[config.mk]
export PLATFORM = sky130hd
export DESIGN_NAME = or1420SocCore
export DESIGN_NICKNAME = d
export VERILOG_FILES = /design/src/hw/or1420SocPkg.sv /design/src/hw/or1420SocCore.sv /design/src/hw/busArbiter.sv /design/src/hw/delayCi.sv /design/src/hw/swapByteCi.sv /design/src/hw/resetSequencer.sv
export SDC_FILE = /design/constraint.sdc
export NUM_CORES = 1
export LEC_CHECK = 0
export ABC_AREA = 1
export ABC_CLOCK_PERIOD_IN_PS = 1900
export BUFFER_PORTS_ARGS = -buffer_cell sky130_fd_sc_hd__buf_2
export CAP_MARGIN = 5
export CORE_AREA = 3 3 104 106
export CTS_BUF_LIST = sky130_fd_sc_hd__clkbuf_4
export DETAILED_ROUTE_END_ITERATION = 8
export DIE_AREA = 0 0 107 109
export PLACE_DENSITY = 0.84
export SYNTH_ARGS = -nofsm -noshare
export SYNTH_HDL_FRONTEND = slang
export SYNTH_HIERARCHICAL = 1
export SYNTH_SLANG_ARGS = --single-unit
[constraint.sdc]
create_clock -name s_systemClock -period 1.9 [get_ports s_systemClock]
set_input_delay 0.19 -clock s_systemClock [delete_from_list [all_inputs] [get_ports s_systemClock]]
set_output_delay 0.19 -clock s_systemClock [all_outputs]
set_load 0.01 [all_outputs]
[src/hw/or1420SocPkg.sv]
package or1420SocPkg;

  // data word as seen on the custom-instruction operand and result ports.
  typedef logic [31:0] wordT;

  // custom-instruction number carried on ciN.
  typedef logic [7:0] ciIdT;

  // the same 32 bits read as four bytes or as two halfwords.
  // bytes[3] and halves[1] hold the most significant part.
  typedef union packed {
    logic [3:0][7:0]  bytes;
    logic [1:0][15:0] halves;
  } swapWordT;

  localparam ciIdT SWAP_BYTE_CI_ID = 8'd1;  // byte and halfword swap.
  localparam ciIdT DELAY_CI_ID     = 8'd6;  // blocking microsecond delay.

  // request order: data cache (bit 3), instruction cache, screen, camera (bit 0).
  localparam int NR_OF_BUS_MASTERS = 4;

endpackage
[src/hw/or1420SocCore.sv]
module or1420SocCore #(
  parameter int CYCLES_PER_MICROSECOND = 50,
  parameter int BUS_TIMEOUT            = 16,
  parameter int RESET_COUNT_BITS       = 5
) (
  input  logic                                       s_systemClock,
  input  logic                                       s_pllLocked,
  output logic                                       cpuReset,

  input  logic                                       ciStart,
  input  or1420SocPkg::ciIdT                         ciN,
  input  or1420SocPkg::wordT                         ciDataA,
  input  or1420SocPkg::wordT                         ciDataB,
  output logic                                       ciDone,
  output or1420SocPkg::wordT                         ciResult,

  input  logic [or1420SocPkg::NR_OF_BUS_MASTERS-1:0] busRequests,
  input  logic                                       beginTransaction,
  input  logic                                       endTransaction,
  output logic [or1420SocPkg::NR_OF_BUS_MASTERS-1:0] busGrants,
  output logic                                       busIdle,
  output logic                                       busError,
  output logic                                       arbiterEndTransaction
);
  import or1420SocPkg::*;

  logic s_swapByteDone;
  logic s_delayDone;
  wordT s_swapByteResult;
  wordT s_delayResult;

  resetSequencer #(
    .RESET_COUNT_BITS(RESET_COUNT_BITS)
  ) resetSeq (
    .s_systemClock(s_systemClock),
    .s_pllLocked  (s_pllLocked),
    .cpuReset     (cpuReset)
  );

  swapByteCi #(
    .customInstructionId(SWAP_BYTE_CI_ID)
  ) swapByte (
    .ciStart (ciStart),
    .ciN     (ciN),
    .ciDataA (ciDataA),
    .ciDataB (ciDataB),
    .ciDone  (s_swapByteDone),
    .ciResult(s_swapByteResult)
  );

  delayCi #(
    .customInstructionId   (DELAY_CI_ID),
    .CYCLES_PER_MICROSECOND(CYCLES_PER_MICROSECOND)
  ) delayMicro (
    .s_systemClock(s_systemClock),
    .cpuReset     (cpuReset),
    .ciStart      (ciStart),
    .ciN          (ciN),
    .ciDataA      (ciDataA),
    .ciDone       (s_delayDone),
    .ciResult     (s_delayResult)
  );

  // units idle at zero, so a plain OR merges the answers.
  assign ciDone   = s_swapByteDone | s_delayDone;
  assign ciResult = s_swapByteResult | s_delayResult;

  busArbiter #(
    .NR_OF_MASTERS(NR_OF_BUS_MASTERS),
    .BUS_TIMEOUT  (BUS_TIMEOUT)
  ) arbiter (
    .s_systemClock        (s_systemClock),
    .cpuReset             (cpuReset),
    .busRequests          (busRequests),
    .beginTransaction     (beginTransaction),
    .endTransaction       (endTransaction),
    .busGrants            (busGrants),
    .busIdle              (busIdle),
    .busError             (busError),
    .arbiterEndTransaction(arbiterEndTransaction)
  );

endmodule

[src/hw/busArbiter.sv]
module busArbiter #(
  parameter int NR_OF_MASTERS = 4,
  parameter int BUS_TIMEOUT   = 16
) (
  input  logic                     s_systemClock,
  input  logic                     cpuReset,
  input  logic [NR_OF_MASTERS-1:0] busRequests,
  input  logic                     beginTransaction,
  input  logic                     endTransaction,
  output logic [NR_OF_MASTERS-1:0] busGrants,
  output logic                     busIdle,
  output logic                     busError,
  output logic                     arbiterEndTransaction
);

  localparam logic [1:0] IDLE    = 2'd0;
  localparam logic [1:0] GRANTED = 2'd1;
  localparam logic [1:0] ACTIVE  = 2'd2;
  localparam logic [1:0] RELEASE = 2'd3;

  localparam int TIMEOUT_BITS = $clog2(BUS_TIMEOUT + 1);

  logic [1:0]               s_state;
  logic [NR_OF_MASTERS-1:0] s_winner;
  logic [TIMEOUT_BITS-1:0]  s_timeoutCount;
  logic                     s_requestDropped;

  // fixed priority, the highest request bit wins.
  always_comb begin
    s_winner = '0;
    for (int i = 0; i < NR_OF_MASTERS; i++) begin
      if (busRequests[i]) begin
        s_winner    = '0;
        s_winner[i] = 1'b1;
      end
    end
  end

  assign s_requestDropped = ((busRequests & busGrants) == '0);
  assign busIdle          = (s_state == IDLE) || (s_state == RELEASE);

  always_ff @(posedge s_systemClock or posedge cpuReset) begin
    if (cpuReset) begin
      s_state               <= IDLE;
      busGrants             <= '0;
      s_timeoutCount        <= '0;
      busError              <= 1'b0;
      arbiterEndTransaction <= 1'b0;
    end else begin
      busError              <= 1'b0;
      arbiterEndTransaction <= 1'b0;
      case (s_state)
        IDLE, RELEASE: begin
          busGrants      <= s_winner;
          s_timeoutCount <= TIMEOUT_BITS'(BUS_TIMEOUT);
          s_state        <= (|busRequests) ? GRANTED : IDLE;
        end
        GRANTED: begin
          if (endTransaction || (s_requestDropped && !beginTransaction)) begin
            busGrants <= '0; // master gave up or did a one-cycle transfer.
            s_state   <= RELEASE;
          end else if (beginTransaction) begin
            s_state <= ACTIVE;
          end else if (s_timeoutCount == '0) begin
            // master never started, so close the bus with an error.
            busGrants             <= '0;
            busError              <= 1'b1;
            arbiterEndTransaction <= 1'b1;
            s_state               <= RELEASE;
          end else begin
            s_timeoutCount <= s_timeoutCount - TIMEOUT_BITS'(1);
          end
        end
        ACTIVE: begin
          if (endTransaction) begin
            busGrants <= '0; // no timeout once begun.
            s_state   <= RELEASE;
          end
        end
        default: begin
          busGrants <= '0;
          s_state   <= IDLE;
        end
      endcase
    end
  end

endmodule

[src/hw/delayCi.sv]
module delayCi #(
  parameter or1420SocPkg::ciIdT customInstructionId    = or1420SocPkg::DELAY_CI_ID,
  parameter int                 CYCLES_PER_MICROSECOND = 50
) (
  input  logic               s_systemClock,
  input  logic               cpuReset,
  input  logic               ciStart,
  input  or1420SocPkg::ciIdT ciN,
  input  or1420SocPkg::wordT ciDataA,
  output logic               ciDone,
  output or1420SocPkg::wordT ciResult
);
  import or1420SocPkg::*;

  localparam int PRESCALE_BITS =
    (CYCLES_PER_MICROSECOND > 1) ? $clog2(CYCLES_PER_MICROSECOND) : 1;
  localparam logic [PRESCALE_BITS-1:0] PRESCALE_RELOAD =
    PRESCALE_BITS'(CYCLES_PER_MICROSECOND - 1);

  wordT                     s_microSeconds;
  logic [PRESCALE_BITS-1:0] s_prescaler;
  logic                     s_busy;
  logic                     s_doneReg;
  logic                     s_startDelay;
  logic                     s_lastCycle;

  assign s_startDelay = ciStart && (ciN == customInstructionId) && !s_busy;

  // a count of zero ends like a count of one with an empty prescaler.
  assign s_lastCycle = (s_prescaler == '0) && (s_microSeconds <= wordT'(1));

  always_ff @(posedge s_systemClock or posedge cpuReset) begin
    if (cpuReset) begin
      s_busy         <= 1'b0;
      s_doneReg      <= 1'b0;
      s_microSeconds <= '0;
      s_prescaler    <= '0;
    end else begin
      s_doneReg <= 1'b0;
      if (s_startDelay) begin
        s_busy         <= 1'b1;
        s_microSeconds <= ciDataA;
        s_prescaler    <= (ciDataA == '0) ? '0 : PRESCALE_RELOAD; // zero gives one cycle.
      end else if (s_busy) begin
        if (s_lastCycle) begin
          s_busy    <= 1'b0;
          s_doneReg <= 1'b1; // single-cycle done pulse.
        end else if (s_prescaler == '0) begin
          s_microSeconds <= s_microSeconds - wordT'(1);
          s_prescaler    <= PRESCALE_RELOAD;
        end else begin
          s_prescaler <= s_prescaler - PRESCALE_BITS'(1);
        end
      end
    end
  end

  assign ciDone   = s_doneReg;
  assign ciResult = '0; // the delay returns no value.

endmodule

[src/hw/swapByteCi.sv]
module swapByteCi #(
  parameter or1420SocPkg::ciIdT customInstructionId = or1420SocPkg::SWAP_BYTE_CI_ID
) (
  input  logic               ciStart,
  input  or1420SocPkg::ciIdT ciN,
  input  or1420SocPkg::wordT ciDataA,
  input  or1420SocPkg::wordT ciDataB,
  output logic               ciDone,
  output or1420SocPkg::wordT ciResult
);
  import or1420SocPkg::*;

  swapWordT s_operand;
  swapWordT s_swapped;
  logic     s_selected;

  assign s_operand  = ciDataA;
  assign s_selected = ciStart && (ciN == customInstructionId);

  always_comb begin
    s_swapped = s_operand;
    if (ciDataB[0]) begin
      s_swapped.halves[1] = s_operand.halves[0]; // halfword exchange.
      s_swapped.halves[0] = s_operand.halves[1];
    end else begin
      for (int i = 0; i < 4; i++) begin
        s_swapped.bytes[i] = s_operand.bytes[3-i]; // full byte reversal.
      end
    end
  end

  // answers in the start cycle itself.
  assign ciDone   = s_selected;
  assign ciResult = s_selected ? wordT'(s_swapped) : '0;

endmodule

[src/hw/resetSequencer.sv]
module resetSequencer #(
  parameter int RESET_COUNT_BITS = 5
) (
  input  logic s_systemClock,
  input  logic s_pllLocked,
  output logic cpuReset
);

  logic [RESET_COUNT_BITS-1:0] s_resetCount;

  always_ff @(posedge s_systemClock or negedge s_pllLocked) begin
    if (!s_pllLocked) begin
      s_resetCount <= '0;
    end else if (!s_resetCount[RESET_COUNT_BITS-1]) begin
      s_resetCount <= s_resetCount + RESET_COUNT_BITS'(1); // saturates on the top bit.
    end
  end

  // processor leaves reset once the top bit is set.
  assign cpuReset = ~s_resetCount[RESET_COUNT_BITS-1];

endmodule

==> results of run 1 <==
[cell families (layout without fill, tap and decap cells)]
logic type | after synthesis | in the layout | synth area share (%)
fa+ha+maj | 8 | 8 | 1.738
other cells | 1 | 33 | 0.06513
compound gates | 21 | 22 | 2.282
xor+xnor | 17 | 17 | 2.586
simple gates | 626 | 626 | 49.61
buf+inv | 233 | 350 | 18.95
flops | 57 | 57 | 24.77
[metal layers]
| metal | track usage (%) | part of all wire, % | vias to the layer above |
|---|---|---|---|
| met3 | 5.802 | 8.5 | 40 |
| met5 | 0 | 0 | - |
| li1 | - | - | 3159 |
| met4 | 8.767 | 2.0 | 0 |
| met1 | 35.08 | 42 | 2770 |
| met2 | 45.46 | 47 | 278 |
[layout by cell type, fill, tap and decap left out, types with 2 or more instances in the layout]
master	Yosys	layout
a21oi_1	3	2
o21ai_0	9	9
dfrtp_1	57	57
nor3_2	27	27
conb_1	1	32
buf_4	38	63
xor2_1	15	15
clkbuf_4	0	9
clkinv_2	1	3
nand2_2	6	7
nor2_2	6	8
nand3_1	99	99
inv_1	164	164
xnor2_1	2	2
o22ai_1	3	3
inv_4	2	2
nand3b_1	2	2
inv_2	7	7
nand3b_4	2	2
nor2_4	3	3
a21oi_4	0	3
buf_2	6	90
o21ai_1	3	3
nand2_1	348	347
nor3_1	10	10
ha_1	8	8
nand2_4	3	3
nor2_1	96	94
dlygate4sd3_1	0	5
clkinv_1	1	2
nand4_1	18	18
buf_12	0	2
[through the flow]
| stage | setup TNS, ns | setup slack [ns] | std cells |
|---|---|---|---|
| 3_3_place_gp | -2.148 | -0.09360 | 1223 |
| 3_5_place_dp | -3.477 | -0.1793 | 1223 |
| 2_1_floorplan | 0 | 0.2955 | 994 |
| 4_1_cts | 0 | 0.03839 | 1243 |
| 6_report | 0 | 0.07734 | 1246 |
| 5_1_grt | -0.02212 | -0.01520 | 1246 |
[flip-flops by register name, summed over array words and instances, names as in the netlist]
signal,flops
delayMicro/s_microSeconds,32
delayMicro/s_prescaler,6
arbiter/s_timeoutCount,5
arbiter/s_state,2
delayMicro/ciDone,1
arbiter/busGrants,4
resetSeq/s_resetCount,5
arbiter/arbiterEndTransaction,1
delayMicro/s_busy,1
[report_power, final]
group / total (W) / switching, W / internal, W
Clock: 0.000874 / 0.000487 / 0.000387
Sequential: 0.00137 / 0.0000709 / 0.00130
Combinational: 0.00121 / 0.000764 / 0.000451
Total: 0.00346 / 0.00132 / 0.00214
[final cells by class]
| class | count | area (µm²) | area share, % |
|---|---|---|---|
| antenna | 1 | 2.502 | 0.03681 |
| multi-input combinational | 705 | 3400 | 50.00 |
| clock inverter | 6 | 60.06 | 0.8833 |
| tap | 133 | 166.4 | 2.448 |
| clock buffer | 9 | 67.56 | 0.9937 |
| inverter | 175 | 663.1 | 9.753 |
| sequential | 57 | 1426 | 20.98 |
| timing repair buffer | 160 | 1013 | 14.91 |
[tightest hold or removal path, stage by stage]
cell     delay, ns
buf_2         0.11
nand2_1       0.05
nand3_1       0.07
[what timing repair did]
action	in CTS	in global routing
buffers inserted	0	1
endpoints found under the setup margin	26	30
cloned	0	1
pin swaps	0	2
endpoints found under the hold margin	9	0
hold buffers	5	0
resized for setup	1	6
[how the worst min path moves through the flow]
stage / startpoint / to
floorplan: s_pllLocked / resetSeq/s_resetCount[0]
global placement: s_pllLocked / resetSeq/s_resetCount[0]
finish: ciDataA[16] / delayMicro/s_microSeconds[16]
CTS: ciDataA[16] / delayMicro/s_microSeconds[16]
detailed placement: s_pllLocked / resetSeq/s_resetCount[4]
global route: ciDataA[16] / delayMicro/s_microSeconds[16]
==> impl_results.md, run 1 <==
* EDFF count, synth at 0
* Smallest hold slack at 0.03574 ns
* Share of post-route cells with drive strength above 1 at 21.31%
* Clk root buf: clkbuf_4
* Largest net degree at the start of global routing at 43
* Worst VDD drop at 0.0004205 V
* CP Data Required Time at 2.25 ns
* CTS buffer count at 9
* Clock Sinks at 57
* GP Congestion at 0.9928
* Synthesized flop and latch total at 57
* Slowest cell on crit path: dfrtp_1
* FP Rows at 36
* Min Tclk post-route at 1.823 ns
* Hold Crit Depth at 3
* Worst Path Arrival at 2.17 ns
* Actual slew at the worst max-slew pin at 0.5692 ns
* Number of port buffers at 90
* Die ar. at 11660 µm²
* Drt wl/cell at 12.54 µm
* Seq/Total Area, Yosys at 24.77%
* Worst path depth at 9
* R2r setup slk at 0.08 ns
* CP peak stage delay at 0.43 ns
* Mapped Cells at 963
* Number of DRC markers in iteration 0 at 558
* CTS tree: done
* RR Endpoint: delayMicro/s_microSeconds[25]
* Final-report setup violation count at 0
* CP Cell Sequence: nor2_2, nand2_1, a21oi_4, buf_4, nand2_2, nand2_4, buf_12, nand3_1, nand3_1
* Post-placement cell area at 6569 µm²
* Reg2reg path depth at 9
* Final core utilization at 68.92%
* Starting Density at 58.37%
* Total power at 0.003461 W
* Nets@finish at 1197
* Number of global-route vias before repair at 5711
* Worst Path Max Fanout at 16
* Area leader, netlist: dfrtp_1
* Clock skew at 0.01233 ns
* Synth top area cells: dfrtp_1 25%, nand2_1 23%, inv_1 11%
* Synth top area share at 24.77%
* Final period util at 95.93%
* Pre-Repair DR Iteration Count at 9
* Post-route ant nets at 0
* Final hold violations at 0
* Slew HR at 62.05%
* Most frequent cells after synthesis: 348 x nand2_1, 164 x inv_1, 99 x nand3_1
* Slew Limit Fails at 0
* Worst R2R Start: delayMicro/s_microSeconds[3]
* Cell area after synthesis at 5758 µm²
* Number of remaining DRC errors at 1
* Post-Syn Area per Cell at 5.979 µm²
* Total GRT Usage at 27.12%
* CP startpoint: delayMicro/s_microSeconds[3]
* Worst Hold Class: primary input to register
* Die height at 109 µm
* Critical Path Sink: delayMicro/s_microSeconds[25]
* Clk_lat worst skew at 0.43 ns
* CP Class: register to register
* Pwr Density at 509.1 nW/µm²
* Design area at 6799 µm²
* Clock Pin Slew Worst Setup and Hold Paths at 0.10 ns
* Clock buffer depth at 2
* Top_reg_cell synth: dfrtp_1
* Most frequently used cell type in the post-synthesis netlist: nand2_1
* Static leakage at 3.497 nW
* Routed via count at 6247
* DP HPWL at 11870 µm
* Violated checks: DRC
* Total core area at 9864 µm²
* Crit path launch type: register
* RSZ-0062 raised after global routing: yes
* Ys async rst share at 100.0%
* DR vias/cell at 5.014
* Maxcap violations at 0
* Worst Setup End Kind: register
* Peak Freq at 548.6 MHz
* DIE WIDTH at 107 µm
* First-pass GRT wire length at 25410 µm
* Yosys warns at 6
* Synth-to-Final Area Change at 18.08%
* Initial antenna violation count at 1
* Count of cell types in the netlist at 39
* CP Buf/Inv Count at 2
* Post-Route WL at 15630 µm
* Most frequent CP cell: nand3_1
* Status: complete, but fails checks
* H-tree Lvls at 3
* I/O Pins at 122
* Top cell family by delay on the critical path: simple AND/OR/NAND/NOR gates
* Fill cells at 844
* Global route total overflow at 0
No activity file was read; power rests on OpenSTA's default activity.
==> run 2, diff against run 1 <==
- HOLD_SLACK_MARGIN: default -> 0.15
==> run 2 against run 1 <==
  * The flow still finishes with violations (DRC)
  * Fmax decreased by 0.33%
  * Critical endpoint unchanged
  * Clock power increased by 1%
  * Die area stayed put
==> impl_results.md, run 2 (synthesized netlist as in run 1, its figures left out) <==
* Number of port buffers at 90
* Violated checks: DRC
* Top reg by flops: delayMicro/s_microSeconds
* Post-Route WL at 17760 µm
* CP Class: register to register
* Clk root buf: clkbuf_4
* DR vias/cell at 5.165
* CP Cell Sequence: nor2_2, nand2_1, a21oi_4, buf_4, nand2_2, nand2_4, buf_12, nand3_1, nand3_1
* Reg2reg path depth at 9
* Top cell family by delay on the critical path: simple AND/OR/NAND/NOR gates
* Placed cells at 1223
* Clock Sinks at 57
* Post-placement cell area at 6569 µm²
* Design area at 7193 µm²
* Maxcap violations at 0
* Non-filler instance count after layout at 1283
* Most frequent cells in the layout: 347 x nand2_1, 164 x inv_1, 99 x nand3_1, 93 x nor2_1, 89 x buf_2
* Setup ws final at 0.07133 ns
* Commonest non-fill, non-tap cell in the layout: nand2_1
* First-pass GRT wire length at 28500 µm
* Final core utilization at 72.92%
* Status: complete, but fails checks
* CP peak stage delay at 0.41 ns
* Worst VDD drop at 0.0004467 V
* Starting Density at 58.37%
* Global route total overflow at 0
* Number of global-route vias before repair at 6183
* Post-route ant nets at 0
* Number of remaining DRC errors at 2
* Pre-Repair DR Iteration Count at 9
* Worst Path Max Fanout at 16
* Most frequent CP cell: nand3_1
* Share of post-route cells with drive strength above 1 at 20.99%
* Actual slew at the worst max-slew pin at 0.5789 ns
* Die height at 109 µm
* Worst path depth at 9
* Hold Crit Depth at 4
* Number of DRC markers in iteration 0 at 750
* Initial antenna violation count at 1
* Static leakage at 3.656 nW
* Max reg flops at 32
* Hold endpoint: arbiter/s_timeoutCount[3]
* Nets@finish at 1233
* Worst Min Path Start: endTransaction
* CTS buffer count at 9
* Clock buffer depth at 2
* Die ar. at 11660 µm²
* Slew HR at 61.41%
* Clock Pin Slew Worst Setup and Hold Paths at 0.11 ns
* DP HPWL at 11870 µm
* GP Congestion at 0.9928
* Worst Setup End Kind: register
* Largest net degree at the start of global routing at 43
* I/O Pins at 122
* DIE WIDTH at 107 µm
* Slew Limit Fails at 0
* Crit path launch type: register
* R2r setup slk at 0.07 ns
* CP Data Required Time at 2.26 ns
* Largest registers: delayMicro/s_microSeconds (32), delayMicro/s_prescaler (6)
* CTS tree: done
* Pwr Density at 503.9 nW/µm²
* Final period util at 96.25%
* Worst Hold Class: primary input to register
* Total GRT Usage at 30.61%
* Final-report setup violation count at 0
* FP Rows at 36
* Drt wl/cell at 13.84 µm
* Clock skew at 0.01469 ns
* Total core area at 9864 µm²
* Fill cells at 755
* Slowest cell on crit path: dfrtp_1
* Routed via count at 6627
* CP Buf/Inv Count at 2
* Final hold violations at 0
* Clk_lat worst skew at 0.43 ns
* Total power at 0.003625 W
* Worst Path Arrival at 2.18 ns
* Place WS at -0.1793 ns
* H-tree Lvls at 3
* Synth-to-Final Area Change at 24.92%
* Peak Freq at 546.8 MHz
* RR Endpoint: delayMicro/s_microSeconds[25]
* Worst R2R Start: delayMicro/s_microSeconds[2]
* Min Tclk post-route at 1.829 ns
## run 2: stage by stage
step           setup TNS (ns)  hold WS [ns]
5_1_grt             -0.002522        0.1893
2_1_floorplan               0       -0.1056
4_1_cts                     0        0.1550
3_5_place_dp           -3.477      0.009535
3_3_place_gp           -2.148      0.007635
6_report                    0        0.1818
## run 2: how the worst max path moves through the flow
stage	startpoint	end	slack, ns
4_1_cts	delayMicro/s_prescaler[3]	delayMicro/s_microSeconds[25]	0.04
5_1_grt	arbiter/s_state[0]	arbiter/busGrants[2]	-0.003
2_1_floorplan	delayMicro/s_microSeconds[0]	delayMicro/s_microSeconds[5]	0.30
3_5_place_dp	delayMicro/s_prescaler[3]	delayMicro/s_microSeconds[26]	-0.18
3_3_place_gp	delayMicro/s_microSeconds[0]	delayMicro/s_microSeconds[15]	-0.09
6_report	delayMicro/s_microSeconds[2]	delayMicro/s_microSeconds[25]	0.07
## run 2: final cells by class
cell class	count	area, µm²	area share (%)
clock inverters	6	60.06	0.8349
clock buffers	9	67.56	0.9393
flip-flops and latches	57	1426	19.83
diodes	2	5.005	0.06958
multi-input cells	705	3431	47.70
well taps	133	166.4	2.313
inverters	175	663.1	9.219
repair buffers	196	1374	19.10
## run 2: repair_timing
item	CTS	global route
hold buffers	40	0
gates resized for setup	1	12
pin swaps	0	2
endpoints found under the hold margin	46	0
setup endpoints to repair	26	36
buffers inserted	0	2
gates cloned	0	1
## run 2: power breakdown
part	internal [W]	switching, W
Combinational	0.000544	0.000818
Sequential	0.00130	0.0000774
Clock	0.000386	0.000497
Total	0.00223	0.00139
## run 2: worst min-delay path: cells and delay by family
kind | cells | cell delay [ns]
buf+inv | 1 | 0.19
simple gates | 3 | 0.21
## run 2: metal layers
| metal | part of all wire, % | routed length, µm | vias to the layer above | GRT usage (%) |
|---|---|---|---|---|
| met5 | 0 | 0 | - | 0 |
| met4 | 3.3 | 586 | 0 | 11.78 |
| met3 | 9.7 | 1725 | 68 | 6.986 |
| met2 | 48 | 8512 | 377 | 52.56 |
| met1 | 39 | 6936 | 2948 | 37.52 |
| li1 | - | - | 3234 | - |
==> run 3, diff against run 2 <==
- GPL_TIMING_DRIVEN: default -> 0
==> run 3 against run 2 <==
  * The flow now finishes without violations
  * Combinational power up 4%
  * First-iteration DRC count shrank 29%
  * Non-clock buffer count fell by 9
  * Clock-buffer cell count rose by 1
  * Clock power rose by 30%
  * Final cell count down 0.86%
  * Largest cell class unchanged
==> impl_results.md, run 3 (synthesized netlist as in run 1, its figures left out) <==
* Status: finished, final reports clean
* Most frequent CP cell: inv_1
* Total core area at 9864 µm²
* Routed via count at 6320
* Clk_lat worst skew at 0.43 ns
* Worst Path Max Fanout at 5
* Die height at 109 µm
* CP Buf/Inv Count at 3
* Global route total overflow at 0
* DR vias/cell at 4.969
* Clock Sinks at 57
* GP Congestion at 0.9924
* Most frequent cells in the layout: 346 x nand2_1, 163 x inv_1, 99 x nand3_1, 95 x buf_2, 90 x nor2_1
* Slew Limit Fails at 0
* Worst Setup End Kind: register
* Actual slew at the worst max-slew pin at 0.8628 ns
* Final period util at 96.16%
* Worst Path Arrival at 2.20 ns
* Number of port buffers at 89
* Total power at 0.003943 W
* Synth-to-Final Area Change at 23.88%
* Largest registers: delayMicro/s_microSeconds (32), delayMicro/s_prescaler (6)
* Clock Pin Slew Worst Setup and Hold Paths at 0.11 ns
* CP Cell Sequence: inv_1, ha_4, inv_1, nor3b_2, dlygate4sd3_1, nand3_1, nand2_1
* DIE WIDTH at 107 µm
* Maxcap violations at 0
* Largest net degree at the start of global routing at 41
* Setup ws final at 0.07291 ns
* Pre-Repair DR Iteration Count at 5
* Slew HR at 42.39%
* Peak Freq at 547.3 MHz
* CP Data Required Time at 2.28 ns
* Total GRT Usage at 28.78%
* I/O Pins at 122
* Clock skew at 0.01758 ns
* Final hold violations at 0
* Top reg by flops: delayMicro/s_microSeconds
* Post-route ant nets at 0
* Number of DRC markers in iteration 0 at 536
* Pwr Density at 552.8 nW/µm²
* Worst Hold Class: primary input to register
* Static leakage at 3.642 nW
* Number of global-route vias before repair at 5972
* DP HPWL at 11730 µm
* Commonest non-fill, non-tap cell in the layout: nand2_1
* H-tree Lvls at 3
* Max reg flops at 32
* Worst VDD drop at 0.0004415 V
* Setup TNS at 0 ns
* Top cell family by delay on the critical path: buffers and inverters
* Starting Density at 58.37%
* CP Class: register to register
* Post-Route WL at 16200 µm
* FP Rows at 36
* CTS buffer count at 9
* Place WS at -0.004734 ns
* CP peak stage delay at 0.58 ns
* CTS tree: done
* Die ar. at 11660 µm²
* Nets@finish at 1223
* Diode count at 0
* Drt wl/cell at 12.74 µm
* Final-report setup violation count at 0
* Number of remaining DRC errors at 0
* Fill cells at 806
* Slowest cell on crit path: dlygate4sd3_1
* Clk root buf: clkbuf_4
* Min Tclk post-route at 1.827 ns
* Initial antenna violation count at 0
* Clock buffer depth at 2
* Crit path launch type: register
* Share of post-route cells with drive strength above 1 at 20.81%
* First-pass GRT wire length at 27200 µm
## run 3: routing by layer
metal / vias to the layer above / track usage, % / wire length (µm)
met2: 259 / 48.83 / 7716
met4: 0 / 12.69 / 560
met5: - / 0 / 0
met3: 46 / 4.559 / 1059
met1: 2813 / 36.35 / 6867
li1: 3202 / - / -
## run 3: tightest hold or removal path, stage by stage
cell	delay [ns]
buf_2	0.11
nor2_1	0.05
inv_1	0.06
nor3_1	0.05
nand3_1	0.07
nand2_1	0.05
## run 3: power by group
group / switching (W) / internal [W]
clock: 0.000480 / 0.000675
sequential: 0.0000741 / 0.00130
combinational: 0.000828 / 0.000584
## run 3: timing repair
| item | 4_1_cts | 5_1_grt |
|---|---|---|
| hold buffers | 39 | 0 |
| buffers inserted | 0 | 1 |
| resized for setup | 3 | 20 |
| pin swaps | 0 | 1 |
| hold endpoints to repair | 43 | 0 |
| setup endpoints to repair | 3 | 37 |
## run 3: worst paths after layout
| kind | start | to | depth (start not counted) | slack (ns) |
|---|---|---|---|---|
| worst min-delay path | busRequests[2] | arbiter/busGrants[1] | 6 | 0.18 |
| worst max register to register | arbiter/s_state[0] | arbiter/busGrants[2] | 7 | 0.07 |
| min in group asynchronous | resetSeq/s_resetCount[4] | arbiter/busGrants[0] | 2 | 0.41 |
| worst max-delay path | arbiter/s_state[0] | arbiter/busGrants[2] | 7 | 0.07 |
| worst min register to register | resetSeq/s_resetCount[4] | arbiter/busGrants[0] | 2 | 0.41 |
| max in group asynchronous | resetSeq/s_resetCount[4] | delayMicro/s_microSeconds[8] | 2 | 0.72 |
## run 3: metrics by stage
stage | util, % | area, µm² | hold WS (ns) | cells
floorplan | - | 5874 | -0.1056 | 994
global placement | 65.75 | 6486 | 0.007458 | 1216
detailed placement | 65.75 | 6486 | 0.007007 | 1216
CTS | 71.69 | 7072 | 0.1539 | 1271
global route | 72.31 | 7133 | 0.1971 | 1272
finish | 72.31 | 7133 | 0.1808 | 1272
## run 3: layout make-up
class	instances	area [µm²]	share of cell area [%]
Buffer	58	430.4	6.034
Clock buffer	10	75.07	1.052
Clock inverter	6	106.4	1.491
Inverter	175	663.1	9.297
Multi-Input combinational cell	704	3418	47.92
Sequential cell	57	1430	20.05
Tap cell	133	166.4	2.333
Timing Repair Buffer	129	843.3	11.82
